--- src/mseMonitorPkg.sv ---
package mseMonitorPkg;

    localparam int NUM_ITERS     = 6;                  // shift-and-add steps
    localparam int LOG_BITS      = 11;                 // Q4.7 log accumulator
    localparam int LOG_FRAC_BITS = 7;
    localparam int MAG_BITS      = 13;                 // Q0.13 magnitude
    localparam int MEAN_BITS     = 16;
    localparam int LEN_BITS      = 16;                 // avgLength and offset width
    localparam int DIFF_BITS     = 18;                 // signed error term
    localparam int ACC_BITS      = 48;                 // room for 14 bits of growth
    localparam int RESULT_BITS   = 16;                 // sign-extended Q4.7
    localparam int WB_ADDR_BITS  = 2;
    localparam int RESULT_DEPTH  = 4;

    localparam int NORM_LOW_BIT  = 20;                 // lowest bit with its own bucket
    localparam int NORM_ENTRIES  = 29;                 // exponents 14 down to -14

    // log10(1 + 2^-(k+1)) * 2^LOG_FRAC_BITS, rounded
    localparam logic signed [LOG_BITS-1:0] X_SCALE_LOG [NUM_ITERS] =
        '{23, 12, 7, 3, 2, 1};

    // log10(2^e) * 2^LOG_FRAC_BITS for e = 14 .. -14
    localparam logic signed [LOG_BITS-1:0] NORM_LOG [NORM_ENTRIES] =
        '{ 539,  501,  462,  424,  385,  347,  308,  270,  231,  193,
           154,  116,   77,   39,    0,  -39,  -77, -116, -154, -193,
          -231, -270, -308, -347, -385, -424, -462, -501, -539};

    typedef enum logic [1:0] {
        EST_IDLE,
        EST_ACCUM,
        EST_LOG,
        EST_WRITE
    } estState_t;

    typedef enum logic [1:0] {
        ARB_IDLE,
        ARB_GNT0,
        ARB_GNT1
    } arbState_t;

endpackage

--- src/log10Approx.sv ---
`timescale 1ns/1ps

module log10Approx
(
    input  logic                                         clk,
    input  logic                                         reset,
    input  logic                                         load,
    input  logic        [mseMonitorPkg::ACC_BITS-1:0]    sumIn,
    output logic signed [mseMonitorPkg::LOG_BITS-1:0]    logOut,
    output logic                                         valid
);

    import mseMonitorPkg::*;

    localparam int X_BITS = 2*NUM_ITERS + 1;           // bit X_BITS-1 is 1.0

    logic        [NUM_ITERS-1:0]              normX;   // mantissa in [0.5, 1)
    logic        [$clog2(NORM_ENTRIES)-1:0]   normIdx; // row of NORM_LOG
    logic        [X_BITS-1:0]                 xStep [NUM_ITERS+1];
    logic signed [LOG_BITS-1:0]               logStep [NUM_ITERS+1];
    logic        [X_BITS-1:0]                 xTry [NUM_ITERS];
    logic                                     skip [NUM_ITERS];

    // leading-one search over bits 47..20, highest one wins
    always_comb
    begin
        normX = sumIn[NORM_LOW_BIT-1 -: NUM_ITERS];    // bottom bucket
        normIdx = ($clog2(NORM_ENTRIES))'(NORM_ENTRIES - 1);
        for (int p = NORM_LOW_BIT; p < ACC_BITS; p++)
        begin
            if (sumIn[p])
            begin
                normX = sumIn[p -: NUM_ITERS];
                normIdx = ($clog2(NORM_ENTRIES))'(ACC_BITS - 1 - p);
            end
        end
    end

    assign xStep[0]   = {1'b0, normX, {NUM_ITERS{1'b0}}};
    assign logStep[0] = NORM_LOG[normIdx];

    // drive x towards 1.0, collecting -log10 of each applied factor
    for (genvar k = 0; k < NUM_ITERS; k++)
    begin : gStep
        assign xTry[k] = xStep[k] + (xStep[k] >> (k + 1));      // x * (1 + 2^-(k+1))
        assign skip[k] = xTry[k][X_BITS-1] || (xStep[k] == '0); // overflow or empty sum
        assign xStep[k+1]   = skip[k] ? xStep[k] : xTry[k];
        assign logStep[k+1] = skip[k] ? logStep[k] : logStep[k] - X_SCALE_LOG[k];
    end

    always_ff @(posedge clk)
    begin
        if (reset)
        begin
            valid <= 1'b0;
        end
        else
        begin
            valid <= load;                             // one-cycle latency
        end
    end

    always_ff @(posedge clk)
    begin
        if (load)
        begin
            logOut <= logStep[NUM_ITERS];              // held until next load
        end
    end

    // each result pulse comes from a load the cycle before
    assert property (@(posedge clk) disable iff (reset) $rose(valid) |-> $past(load))
        else $error("log10Approx valid without load");

endmodule

--- src/mseEstimator.sv ---
`timescale 1ns/1ps

module mseEstimator
#(
    parameter int CHANNEL = 0
)
(
    input  logic                                          clk,
    input  logic                                          reset,
    input  logic                                          startEstimate,
    input  logic                                          magValid,
    input  logic        [mseMonitorPkg::MAG_BITS-1:0]     mag,
    input  logic        [mseMonitorPkg::MEAN_BITS-1:0]    meanMag,
    input  logic        [mseMonitorPkg::LEN_BITS-1:0]     avgLength,
    input  logic signed [mseMonitorPkg::LEN_BITS-1:0]     log10MseOffset,
    output logic                                          wbCyc,
    output logic                                          wbStb,
    output logic                                          wbWe,
    output logic        [mseMonitorPkg::WB_ADDR_BITS-1:0] wbAdr,
    output logic        [mseMonitorPkg::RESULT_BITS-1:0]  wbDatW,
    input  logic                                          wbAck,
    output logic                                          done
);

    import mseMonitorPkg::*;

    estState_t                  state;
    logic [LEN_BITS-1:0]        sampleCount;           // valid samples still to take
    logic                       takeSample;
    logic                       diffValid;             // diff holds a pending term
    logic signed [DIFF_BITS-1:0] diff;
    logic [2*DIFF_BITS-1:0]     diffSq;
    logic [ACC_BITS-1:0]        sum;
    logic                       logLoad;
    logic                       logValid;
    logic signed [LOG_BITS-1:0] logOut;
    logic signed [LOG_BITS-1:0] resultLog;

    assign takeSample = (state == EST_ACCUM) && magValid && (sampleCount != '0);
    assign diffSq     = diff * diff;                   // always non-negative
    assign logLoad    = (state == EST_LOG) && !logValid; // single load per estimate

    always_ff @(posedge clk)
    begin
        if (reset)
        begin
            state       <= EST_IDLE;
            sampleCount <= '0;
            diffValid   <= 1'b0;
        end
        else
        begin
            diffValid <= takeSample;
            case (state)
                EST_IDLE:
                begin
                    if (startEstimate && magValid)     // start only counts on a valid cycle
                    begin
                        sampleCount <= avgLength;
                        state       <= EST_ACCUM;
                    end
                end
                EST_ACCUM:
                begin
                    if (takeSample)
                    begin
                        sampleCount <= sampleCount - 1'b1;
                    end
                    if (sampleCount == '0)             // last term lands this edge
                    begin
                        state <= EST_LOG;
                    end
                end
                EST_LOG:
                begin
                    if (logValid)
                    begin
                        state <= EST_WRITE;
                    end
                end
                EST_WRITE:
                begin
                    if (wbAck)
                    begin
                        state <= EST_IDLE;             // cyc drops next cycle
                    end
                end
                default:
                begin
                    state <= EST_IDLE;
                end
            endcase
        end
    end

    // error datapath, cleared by the start pulse
    always_ff @(posedge clk)
    begin
        if (state == EST_IDLE)
        begin
            sum <= '0;
        end
        else if (diffValid)
        begin
            sum <= sum + diffSq;
        end
        if (takeSample)
        begin
            diff <= $signed({mag, 5'b0}) - $signed({1'b0, meanMag, 1'b0}); // align scales
        end
    end

    log10Approx uLog
    (
        .clk    (clk),
        .reset  (reset),
        .load   (logLoad),
        .sumIn  (sum),
        .logOut (logOut),
        .valid  (logValid)
    );

    assign resultLog = logOut + log10MseOffset[LOG_BITS-1:0]; // offset folds in 1/K/mean^2
    assign wbDatW    = {{(RESULT_BITS-LOG_BITS){resultLog[LOG_BITS-1]}}, resultLog};
    assign wbAdr     = WB_ADDR_BITS'(CHANNEL);         // one word per channel
    assign wbCyc     = (state == EST_WRITE);
    assign wbStb     = (state == EST_WRITE);
    assign wbWe      = (state == EST_WRITE);
    assign done      = (state == EST_WRITE) && wbAck;

    // the write request and its data hold through any arbitration wait
    assert property (@(posedge clk) disable iff (reset)
        wbStb && !wbAck |=> wbStb && $stable(wbDatW))
        else $error("mseEstimator %0d dropped or changed a pending write", CHANNEL);

endmodule

--- src/mseMonitorTop.sv ---
`timescale 1ns/1ps

module mseMonitorTop
(
    input  logic                                          clk,
    input  logic                                          reset,
    input  logic                                          startEstimate0,
    input  logic                                          startEstimate1,
    input  logic                                          magValid0,
    input  logic                                          magValid1,
    input  logic        [mseMonitorPkg::MAG_BITS-1:0]     mag0,
    input  logic        [mseMonitorPkg::MAG_BITS-1:0]     mag1,
    input  logic        [mseMonitorPkg::MEAN_BITS-1:0]    meanMag,
    input  logic        [mseMonitorPkg::LEN_BITS-1:0]     avgLength,
    input  logic signed [mseMonitorPkg::LEN_BITS-1:0]     log10MseOffset,
    output logic                                          done0,
    output logic                                          done1,
    input  logic        [mseMonitorPkg::WB_ADDR_BITS-1:0] rdAddr,
    output logic        [mseMonitorPkg::RESULT_BITS-1:0]  rdData
);

    import mseMonitorPkg::*;

    logic                    cyc0, stb0, we0, ack0;    // channel 0 master
    logic [WB_ADDR_BITS-1:0] adr0;
    logic [RESULT_BITS-1:0]  dat0;
    logic                    cyc1, stb1, we1, ack1;    // channel 1 master
    logic [WB_ADDR_BITS-1:0] adr1;
    logic [RESULT_BITS-1:0]  dat1;
    logic                    busCyc, busStb, busWe, busAck; // shared bus to memory
    logic [WB_ADDR_BITS-1:0] busAdr;
    logic [RESULT_BITS-1:0]  busDat;

    mseEstimator #(.CHANNEL(0)) uEst0
    (
        .clk(clk), .reset(reset), .startEstimate(startEstimate0), .magValid(magValid0),
        .mag(mag0), .meanMag(meanMag), .avgLength(avgLength),
        .log10MseOffset(log10MseOffset), .wbCyc(cyc0), .wbStb(stb0), .wbWe(we0),
        .wbAdr(adr0), .wbDatW(dat0), .wbAck(ack0), .done(done0)
    );

    mseEstimator #(.CHANNEL(1)) uEst1
    (
        .clk(clk), .reset(reset), .startEstimate(startEstimate1), .magValid(magValid1),
        .mag(mag1), .meanMag(meanMag), .avgLength(avgLength),
        .log10MseOffset(log10MseOffset), .wbCyc(cyc1), .wbStb(stb1), .wbWe(we1),
        .wbAdr(adr1), .wbDatW(dat1), .wbAck(ack1), .done(done1)
    );

    wbArbiter uArb
    (
        .clk(clk), .reset(reset),
        .cyc0(cyc0), .stb0(stb0), .we0(we0), .adr0(adr0), .dat0(dat0), .ack0(ack0),
        .cyc1(cyc1), .stb1(stb1), .we1(we1), .adr1(adr1), .dat1(dat1), .ack1(ack1),
        .busCyc(busCyc), .busStb(busStb), .busWe(busWe), .busAdr(busAdr),
        .busDat(busDat), .busAck(busAck)
    );

    resultRam uRam
    (
        .clk(clk), .reset(reset), .wbCyc(busCyc), .wbStb(busStb), .wbWe(busWe),
        .wbAdr(busAdr), .wbDat(busDat), .wbAck(busAck),
        .rdAddr(rdAddr), .rdData(rdData)
    );

endmodule

--- src/resultRam.sv ---
`timescale 1ns/1ps

module resultRam
(
    input  logic                                          clk,
    input  logic                                          reset,
    input  logic                                          wbCyc,
    input  logic                                          wbStb,
    input  logic                                          wbWe,
    input  logic        [mseMonitorPkg::WB_ADDR_BITS-1:0] wbAdr,
    input  logic        [mseMonitorPkg::RESULT_BITS-1:0]  wbDat,
    output logic                                          wbAck,
    input  logic        [mseMonitorPkg::WB_ADDR_BITS-1:0] rdAddr,
    output logic        [mseMonitorPkg::RESULT_BITS-1:0]  rdData
);

    import mseMonitorPkg::*;

    logic [RESULT_BITS-1:0] mem [RESULT_DEPTH];
    logic                   newCycle;                  // first cycle of cyc and stb

    assign newCycle = wbCyc && wbStb && !wbAck;

    always_ff @(posedge clk)
    begin
        if (reset)
        begin
            wbAck <= 1'b0;
            for (int i = 0; i < RESULT_DEPTH; i++)
            begin
                mem[i] <= '0;                          // results read zero until written
            end
        end
        else
        begin
            wbAck <= newCycle;                         // single-cycle ack
            if (newCycle && wbWe)
            begin
                mem[wbAdr] <= wbDat;                   // word lands as ack goes out
            end
        end
    end

    always_ff @(posedge clk)
    begin
        rdData <= mem[rdAddr];                         // host read, one cycle
    end

    // ack always answers a request seen the cycle before
    assert property (@(posedge clk) disable iff (reset) wbAck |-> $past(wbCyc && wbStb))
        else $error("resultRam ack without request");

endmodule

--- src/wbArbiter.sv ---
`timescale 1ns/1ps

module wbArbiter
(
    input  logic                                          clk,
    input  logic                                          reset,
    input  logic                                          cyc0,
    input  logic                                          stb0,
    input  logic                                          we0,
    input  logic        [mseMonitorPkg::WB_ADDR_BITS-1:0] adr0,
    input  logic        [mseMonitorPkg::RESULT_BITS-1:0]  dat0,
    output logic                                          ack0,
    input  logic                                          cyc1,
    input  logic                                          stb1,
    input  logic                                          we1,
    input  logic        [mseMonitorPkg::WB_ADDR_BITS-1:0] adr1,
    input  logic        [mseMonitorPkg::RESULT_BITS-1:0]  dat1,
    output logic                                          ack1,
    output logic                                          busCyc,
    output logic                                          busStb,
    output logic                                          busWe,
    output logic        [mseMonitorPkg::WB_ADDR_BITS-1:0] busAdr,
    output logic        [mseMonitorPkg::RESULT_BITS-1:0]  busDat,
    input  logic                                          busAck
);

    import mseMonitorPkg::*;

    arbState_t state;
    logic      lastServed;                             // 1 when channel 1 had the bus last

    always_ff @(posedge clk)
    begin
        if (reset)
        begin
            state      <= ARB_IDLE;
            lastServed <= 1'b1;                        // so channel 0 wins the first tie
        end
        else
        begin
            case (state)
                ARB_IDLE:
                begin
                    if (cyc0 && (!cyc1 || lastServed))
                    begin
                        state      <= ARB_GNT0;
                        lastServed <= 1'b0;
                    end
                    else if (cyc1)
                    begin
                        state      <= ARB_GNT1;
                        lastServed <= 1'b1;
                    end
                end
                ARB_GNT0:
                begin
                    if (!cyc0)
                    begin
                        state <= ARB_IDLE;             // release when cycle ends
                    end
                end
                ARB_GNT1:
                begin
                    if (!cyc1)
                    begin
                        state <= ARB_IDLE;
                    end
                end
                default:
                begin
                    state <= ARB_IDLE;
                end
            endcase
        end
    end

    // bus mux, nothing driven while idle
    always_comb
    begin
        busCyc = 1'b0;
        busStb = 1'b0;
        busWe  = 1'b0;
        busAdr = '0;
        busDat = '0;
        case (state)
            ARB_GNT0:
            begin
                busCyc = cyc0;
                busStb = stb0;
                busWe  = we0;
                busAdr = adr0;
                busDat = dat0;
            end
            ARB_GNT1:
            begin
                busCyc = cyc1;
                busStb = stb1;
                busWe  = we1;
                busAdr = adr1;
                busDat = dat1;
            end
            default:
            begin
                busCyc = 1'b0;
            end
        endcase
    end

    assign ack0 = busAck && (state == ARB_GNT0);      // ack only to the owner
    assign ack1 = busAck && (state == ARB_GNT1);

    assert property (@(posedge clk) disable iff (reset) !(ack0 && ack1))
        else $error("wbArbiter acked both masters");

endmodule
--- config.mk ---
export PLATFORM = sky130hd
export DESIGN_NAME = mseMonitorTop
export DESIGN_NICKNAME = d
export VERILOG_FILES = /design/src/mseMonitorPkg.sv /design/src/log10Approx.sv /design/src/mseEstimator.sv /design/src/mseMonitorTop.sv /design/src/resultRam.sv /design/src/wbArbiter.sv
export SDC_FILE = /design/constraint.sdc
export NUM_CORES = 2
export LEC_CHECK = 0
export BUFFER_PORTS_ARGS = -buffer_cell sky130_fd_sc_hd__buf_4
export CAP_MARGIN = 20
export CORE_ASPECT_RATIO = 0.75
export CORE_UTILIZATION = 40
export CTS_BUF_LIST = sky130_fd_sc_hd__clkbuf_16
export DETAILED_ROUTE_END_ITERATION = 12
export GPL_TIMING_DRIVEN = 0
export PLACE_DENSITY = 0.64
export SYNTH_ARGS = -nofsm -noshare
export SYNTH_HDL_FRONTEND = slang
export SYNTH_HIERARCHICAL = 1
export SYNTH_SLANG_ARGS = --single-unit
--- constraint.sdc ---
create_clock -name clk -period 14.3 [get_ports clk]
set_input_delay 0.715 -clock clk [delete_from_list [all_inputs] [get_ports clk]]
set_output_delay 0.715 -clock clk [all_outputs]
set_load 0.05 [all_outputs]
Yosys cells after proc, flatten, opt, wreduce, memory -nomap -nowiden
Memory sizes are Yosys's and may differ from the RTL's. A register that Yosys moved wholly into a read port is not among the register bits.
Index checks and enable logic that the tools add are counted.
- register bits after elaboration: 198
- latch bits: 0
- RAM bits: 64
- memory bits (read-only): 704
- bits of input ports: 82
- output and inout port bits: 18
- word-level logic and storage cells: 312
- memories kept: 3
- $add $sub $neg: 32
- multiply operators: 2
- div/mod/pow operators: 0
- order comparisons: 2
- equality and inequality tests: 21
- shift-type cells: 0
- multiplexer cells: 172
- bitwise operators: 2
- reductions and logical operators: 61
- memory list (memory ; depth ; width ; rd ports ; clocked after memory_dff ; wr ports ; line ; RTL):
    (name not given) ; 32 ; 11 ; 1 ; 0 ; 0 ; log10Approx.sv:40 ; assign logStep[0] = NORM_LOG[normIdx];
    (name not given) ; 32 ; 11 ; 1 ; 0 ; 0 ; log10Approx.sv:40 ;
    uRam.mem ; 4 ; 16 ; 1 ; 1 ; 4 ; resultRam.sv:19 ; logic [RESULT_BITS-1:0] mem [RESULT_DEPTH];
- operator list (operator ; count):
    6-bit 2-to-1 mux ; 56
    5-bit 2-to-1 mux ; 48
    11-bit 2-to-1 mux ; 16
    13-bit logical NOT ; 12
    13-bit 2-to-1 mux ; 10
    48-bit by 36-bit adder with 48-bit output ; 2
    16-bit one-hot mux with 2 select lines ; 3
    16-bit 2-to-1 mux ; 5
    18-bit by 18-bit multiplier with 36-bit output ; 2
    11-bit by 3-bit subtractor with 11-bit output (second input constant) ; 4
    18-bit subtractor ; 2
    16-bit logical NOT ; 2
    16-bit nonzero test ; 2
    16-bit by 1-bit subtractor with 16-bit output (second input constant) ; 2
    12-bit by 11-bit adder with 13-bit output ; 2
    13-bit by 10-bit adder with 13-bit output ; 2
    13-bit by 11-bit adder with 13-bit output ; 2
    13-bit by 7-bit adder with 13-bit output ; 2
    13-bit by 8-bit adder with 13-bit output ; 2
    13-bit by 9-bit adder with 13-bit output ; 2
    2-bit 2-to-1 mux ; 13
    3-bit 2-to-1 mux ; 8
    11-bit adder ; 2
    11-bit by 2-bit subtractor with 11-bit output (second input constant) ; 2
    other kinds (23) ; 89

Logic depth before layout (Yosys ltp)
- word-level depth: 46
- gate-level depth with buffers: 78
- depth with buffers taken out: 70

By module
The synthesis kept the hierarchy.
- by module, submodules not included (module ; times used ; cells each ; area an instance (µm²)):
    mseEstimator (uEst0) ; 1 ; 1900 ; 16669.7
    mseEstimator (uEst1) ; 1 ; 1908 ; 16633.5
    log10Approx ; 2 ; 1134 ; 7659.8
    resultRam ; 1 ; 207 ; 3350.7
    wbArbiter ; 1 ; 70 ; 525.5

Worst setup path before layout
Ideal clock, no wire load.
- path kind: register to register
- start point: reg uEst0.sum[20]
- end point: reg uEst0/uLog/logOut[7] (netlist name) (data pin)
- data arrival time: 14.922 ns
- required time: 14.036 ns
- setup slack: -0.886 ns
- cell stages (with the launch flop): 74
- path buffers: 7
- cells stage by stage: dfxtp_1 > buf_2 > mux2i_1 > a221oi_1 > a2111oi_0 > o41ai_1 > o21bai_1 > a21o_1 > inv_1 > ha_1 > fa_1 > a211oi_1 > o21a_1 > buf_2 > nand2b_1 > xnor2_1 > inv_1 > ha_1 > [... 38 more ...] > maj3_1 > nand4_1 > ha_1 > buf_1 > nand2_1 > a2111oi_0 > a211oi_1 > xnor2_1 > ha_1 > a21oi_1 > o21ai_0 > a211oi_1 > o22ai_1 > nand4_1 > mux2i_1 > nand3b_4 > nor4bb_1 > xnor2_1
- RTL lines (element ; line ; RTL):
    start, declared ; mseEstimator.sv:33 ; logic [ACC_BITS-1:0] sum;
    start signal, assigned ; mseEstimator.sv:105 ; sum <= sum + diffSq;
    end signal, assigned ; log10Approx.sv:67 ; logOut <= logStep[NUM_ITERS];
    end, declared ; log10Approx.sv:9 ; output logic signed [mseMonitorPkg::LOG_BITS-1:0] logOut,

==> key figures <==
Status
  • Status: complete, but fails checks
  • Failing checks: negative setup slack

Synth
  • Synth cell types: 130
  • Post-synth ARST share: 0
  • Post-synth EDFFs: between 100 and 150
  • Mean Syn Cell Area: about 8.3 µm²
  • Cell count after synthesis: between 6,000 and 7,000
  • Yosys warns: 6
  • Mapped cell area: roughly 0.052 mm²
  • Sequential-to-total area share from yosys stat: 0.1266
  • Synth Register Bits: 272
  • Main synth FF type: dfxtp_1

Run
  • Max-cap violations: 0

STA
  • Peak Freq: around 70 MHz
  • Slew @ Worst Pin: approximately 1.1 ns
  • Final WS setup: -0.01381 ns
  • Crit share post-route: 1.001
  • Setup violators final: 1
  • Final Slew Violations: 0
  • Clk_skew: around 0.022 ns
  • Hold_ws: 0.3954 ns
  • Final hold violations: 0
  • Minimum clock period: approximately 14 ns
  • RSZ-0062 raised after global routing: yes
  • Slew headroom: 0.2951

Critical path
  • CP endpoint kind: flip-flop
  • Most used cell, CP: ha_4
  • Critical path class: reg2reg
  • Req. time, crit path: roughly 15 ns
  • WP data arrival: 14.66 ns
  • CP max FO: 8
  • Crit start category: flip-flop
  • Critical path's slowest cell: a2111oi_4
  • Critical path's largest stage delay: ~0.46 ns

Die
  • # rows: roughly 110
  • Top-Level Pins: 100
  • Die Ht: about 320 µm
  • Core Box Area: 0.1295 mm²
  • Initial Util: 0.4054
  • Die W: roughly 420 µm
  • Die ar.: 0.1327 mm²

Route
  • Via count: roughly 48,000
  • Highest metal used: met5
  • ANT nets after route: 0
  • Wire length on met3: between 10,000 and 15,000 µm
  • Met1 WL: between 70,000 and 80,000 µm
  • WL final: approximately 150,000 µm
  • Routed length on met2: between 60,000 and 70,000 µm
  • WL per Instance: approximately 18 µm
  • Remaining DRCs: 0
  • Iteration-0 DRC Markers: about 4,200
  • Pre-antenna DRT Iters: 6
  • Post-DR vias/cell: around 5.6

Finish
  • Area occupied by multi-input gates: between 0.04 and 0.05 mm²
  • Final Non-Filler Cells: around 8,500
  • Fill cells: around 12,000
  • Ratio of cells with drive above 1 in the final layout: 0.1589
  • Syn-to-layout area delta: 17.04%
  • Most frequent cells in the layout: inv_1 (961), fa_1 (542), nand2_1 (527)
  • Register area: 0.006708 mm²
  • # nets final: roughly 7,800
  • # diodes: 0
  • Most common cell after layout, fill and taps aside: inv_1

Global route
  • First-pass GRT wire length: between 200,000 and 250,000 µm
  • Largest net degree at the start of global routing: 18
  • Grt ovf: 0
  • Tot GR Track Use: 0.2228
  • Vias in the first global route: 46,160
  • Initial antenna violation count: 1

CTS
  • CTS tree: done
  • Reg clk slew, reported paths: 0.06 ns
  • Total CTS buffers: 37
  • CTS Buffer Depth: 3
  • Root Driver: clkbuf_16
  • CTS H-tree depth: 2
  • Hold_buf cts: 0
  • Clk Latency, worst-skew pair: about 0.60 ns
  • # clock sinks: between 200 and 300

Placement
  • DP Cell Count: roughly 8,200
  • Placer congestion estimate: between 0.9 and 1
  • Post-DP HPWL: between 100,000 and 150,000 µm
  • Input/output buffers: approximately 90

Hold path
  • Min-delay worst type: in2reg
-- area by class of cell --
class	instances	area share
plain buffers	262	0.02596
multi-input cells	4823	0.7064
clock inverters	30	0.005681
clock buffers	37	0.01507
well taps	1740	0.03543
repair buffers	325	0.04148
inverters	990	0.06081
flip-flops and latches	272	0.1092
-- final timing paths --
path         slack [ns]  cells past startpoint                              to                  startpoint
max               -0.01                     74  uEst0/uLog/logOut[7]$_DFFE_PP_  uEst0/sum[45]$_SDFFE_PN0P_
max reg2reg       -0.01                     74  uEst0/uLog/logOut[7]$_DFFE_PP_  uEst0/sum[45]$_SDFFE_PN0P_
min reg2reg        0.46                      1           uRam/wbAck$_SDFF_PP0_       uRam/wbAck$_SDFF_PP0_
min                0.40                      1         uEst1/diff[1]$_DFFE_PP_                  meanMag[0]
-- synth_stat cells, types with 56 or more instances --
cell type / count / area share
a211oi_1: 73 / 0.010
a21o_1: 95 / 0.014
a21oi_1: 328 / 0.031
and2_1: 146 / 0.017
clkbuf_1: 187 / 0.013
dfxtp_1: 152 / 0.058
edfxtp_1: 120 / 0.069
fa_1: 546 / 0.21
ha_1: 453 / 0.11
inv_1: 982 / 0.070
mux2i_1: 81 / 0.015
nand2_1: 544 / 0.039
nand2b_1: 78 / 0.0093
nand3_1: 103 / 0.0098
nor2_1: 428 / 0.031
nor2b_1: 83 / 0.0099
nor3_1: 164 / 0.016
o211ai_1: 59 / 0.0084
o21ai_0: 266 / 0.025
or3_1: 56 / 0.0067
xnor2_1: 234 / 0.039
xor2_1: 112 / 0.019
-- worst max-delay path: cells and delay by family (launching register included) --
kind | cells | cell delay [ns]
mux | 1 | 0.34
xor+xnor | 2 | 0.28
buf+inv | 14 | 1.58
fa+ha+maj | 11 | 2.82
flops | 1 | 0.37
simple gates | 18 | 2.66
compound gates | 28 | 6.00
-- through the flow --
stage | TNS, ns | worst slack [ns] | instance area (µm²) | util
final | -0.01381 | -0.01381 | 61440 | 0.4744
after global placement | -65.03 | -3.171 | 55660 | 0.4297
after floorplan | -0.001874 | -0.001874 | 52790 | -
after CTS | 0 | 0.002040 | 59360 | 0.4583
after global routing | -6.617 | -0.6063 | 61440 | 0.4744
after detailed placement | -66.79 | -3.262 | 55690 | 0.4300
-- repair_timing --
item                                    CTS  global route
gates resized for setup                 379           291
cloned                                    2             3
pin swaps                                94           144
endpoints found under the setup margin   22            22
buffers inserted                        114           113
-- metal layers --
layer  up-vias  GRT usage
met1     23360     0.3416
met2      1640     0.3349
met5         -          0
met4         2    0.03901
li1      22470          -
met3       162    0.02795
-- cell families (layout without fill, tap and decap cells) --
| kind of cell | after synthesis | in the layout | share of synthesized area |
|---|---|---|---|
| AOI/OAI and AO/OA | 1418 | 1418 | 0.1886 |
| xor gates and xnor gates | 350 | 350 | 0.05944 |
| adders and majority gates | 1003 | 1003 | 0.3169 |
| buffers and inverters | 1263 | 1644 | 0.09443 |
| DFF | 272 | 272 | 0.1266 |
| muxes | 115 | 115 | 0.02624 |
| other | 5 | 8 | 0.0003575 |
| and+or+nand+nor | 1927 | 1929 | 0.1874 |
-- sequential cells by signal, summed over array words and instances (netlist names), 16 cells and up --
| name | flops |
|---|---|
| uEst0/sum | 46 |
| uRam/mem | 64 |
| uEst1/sampleCount | 16 |
| uEst0/diff | 17 |
| uEst0/sampleCount | 16 |
| uEst1/diff | 17 |
| uEst1/sum | 46 |
| uRam/rdData | 16 |
Power is not shown: default switching activity piles up to over one toggle a cycle in this logic, so the estimate is an artifact.
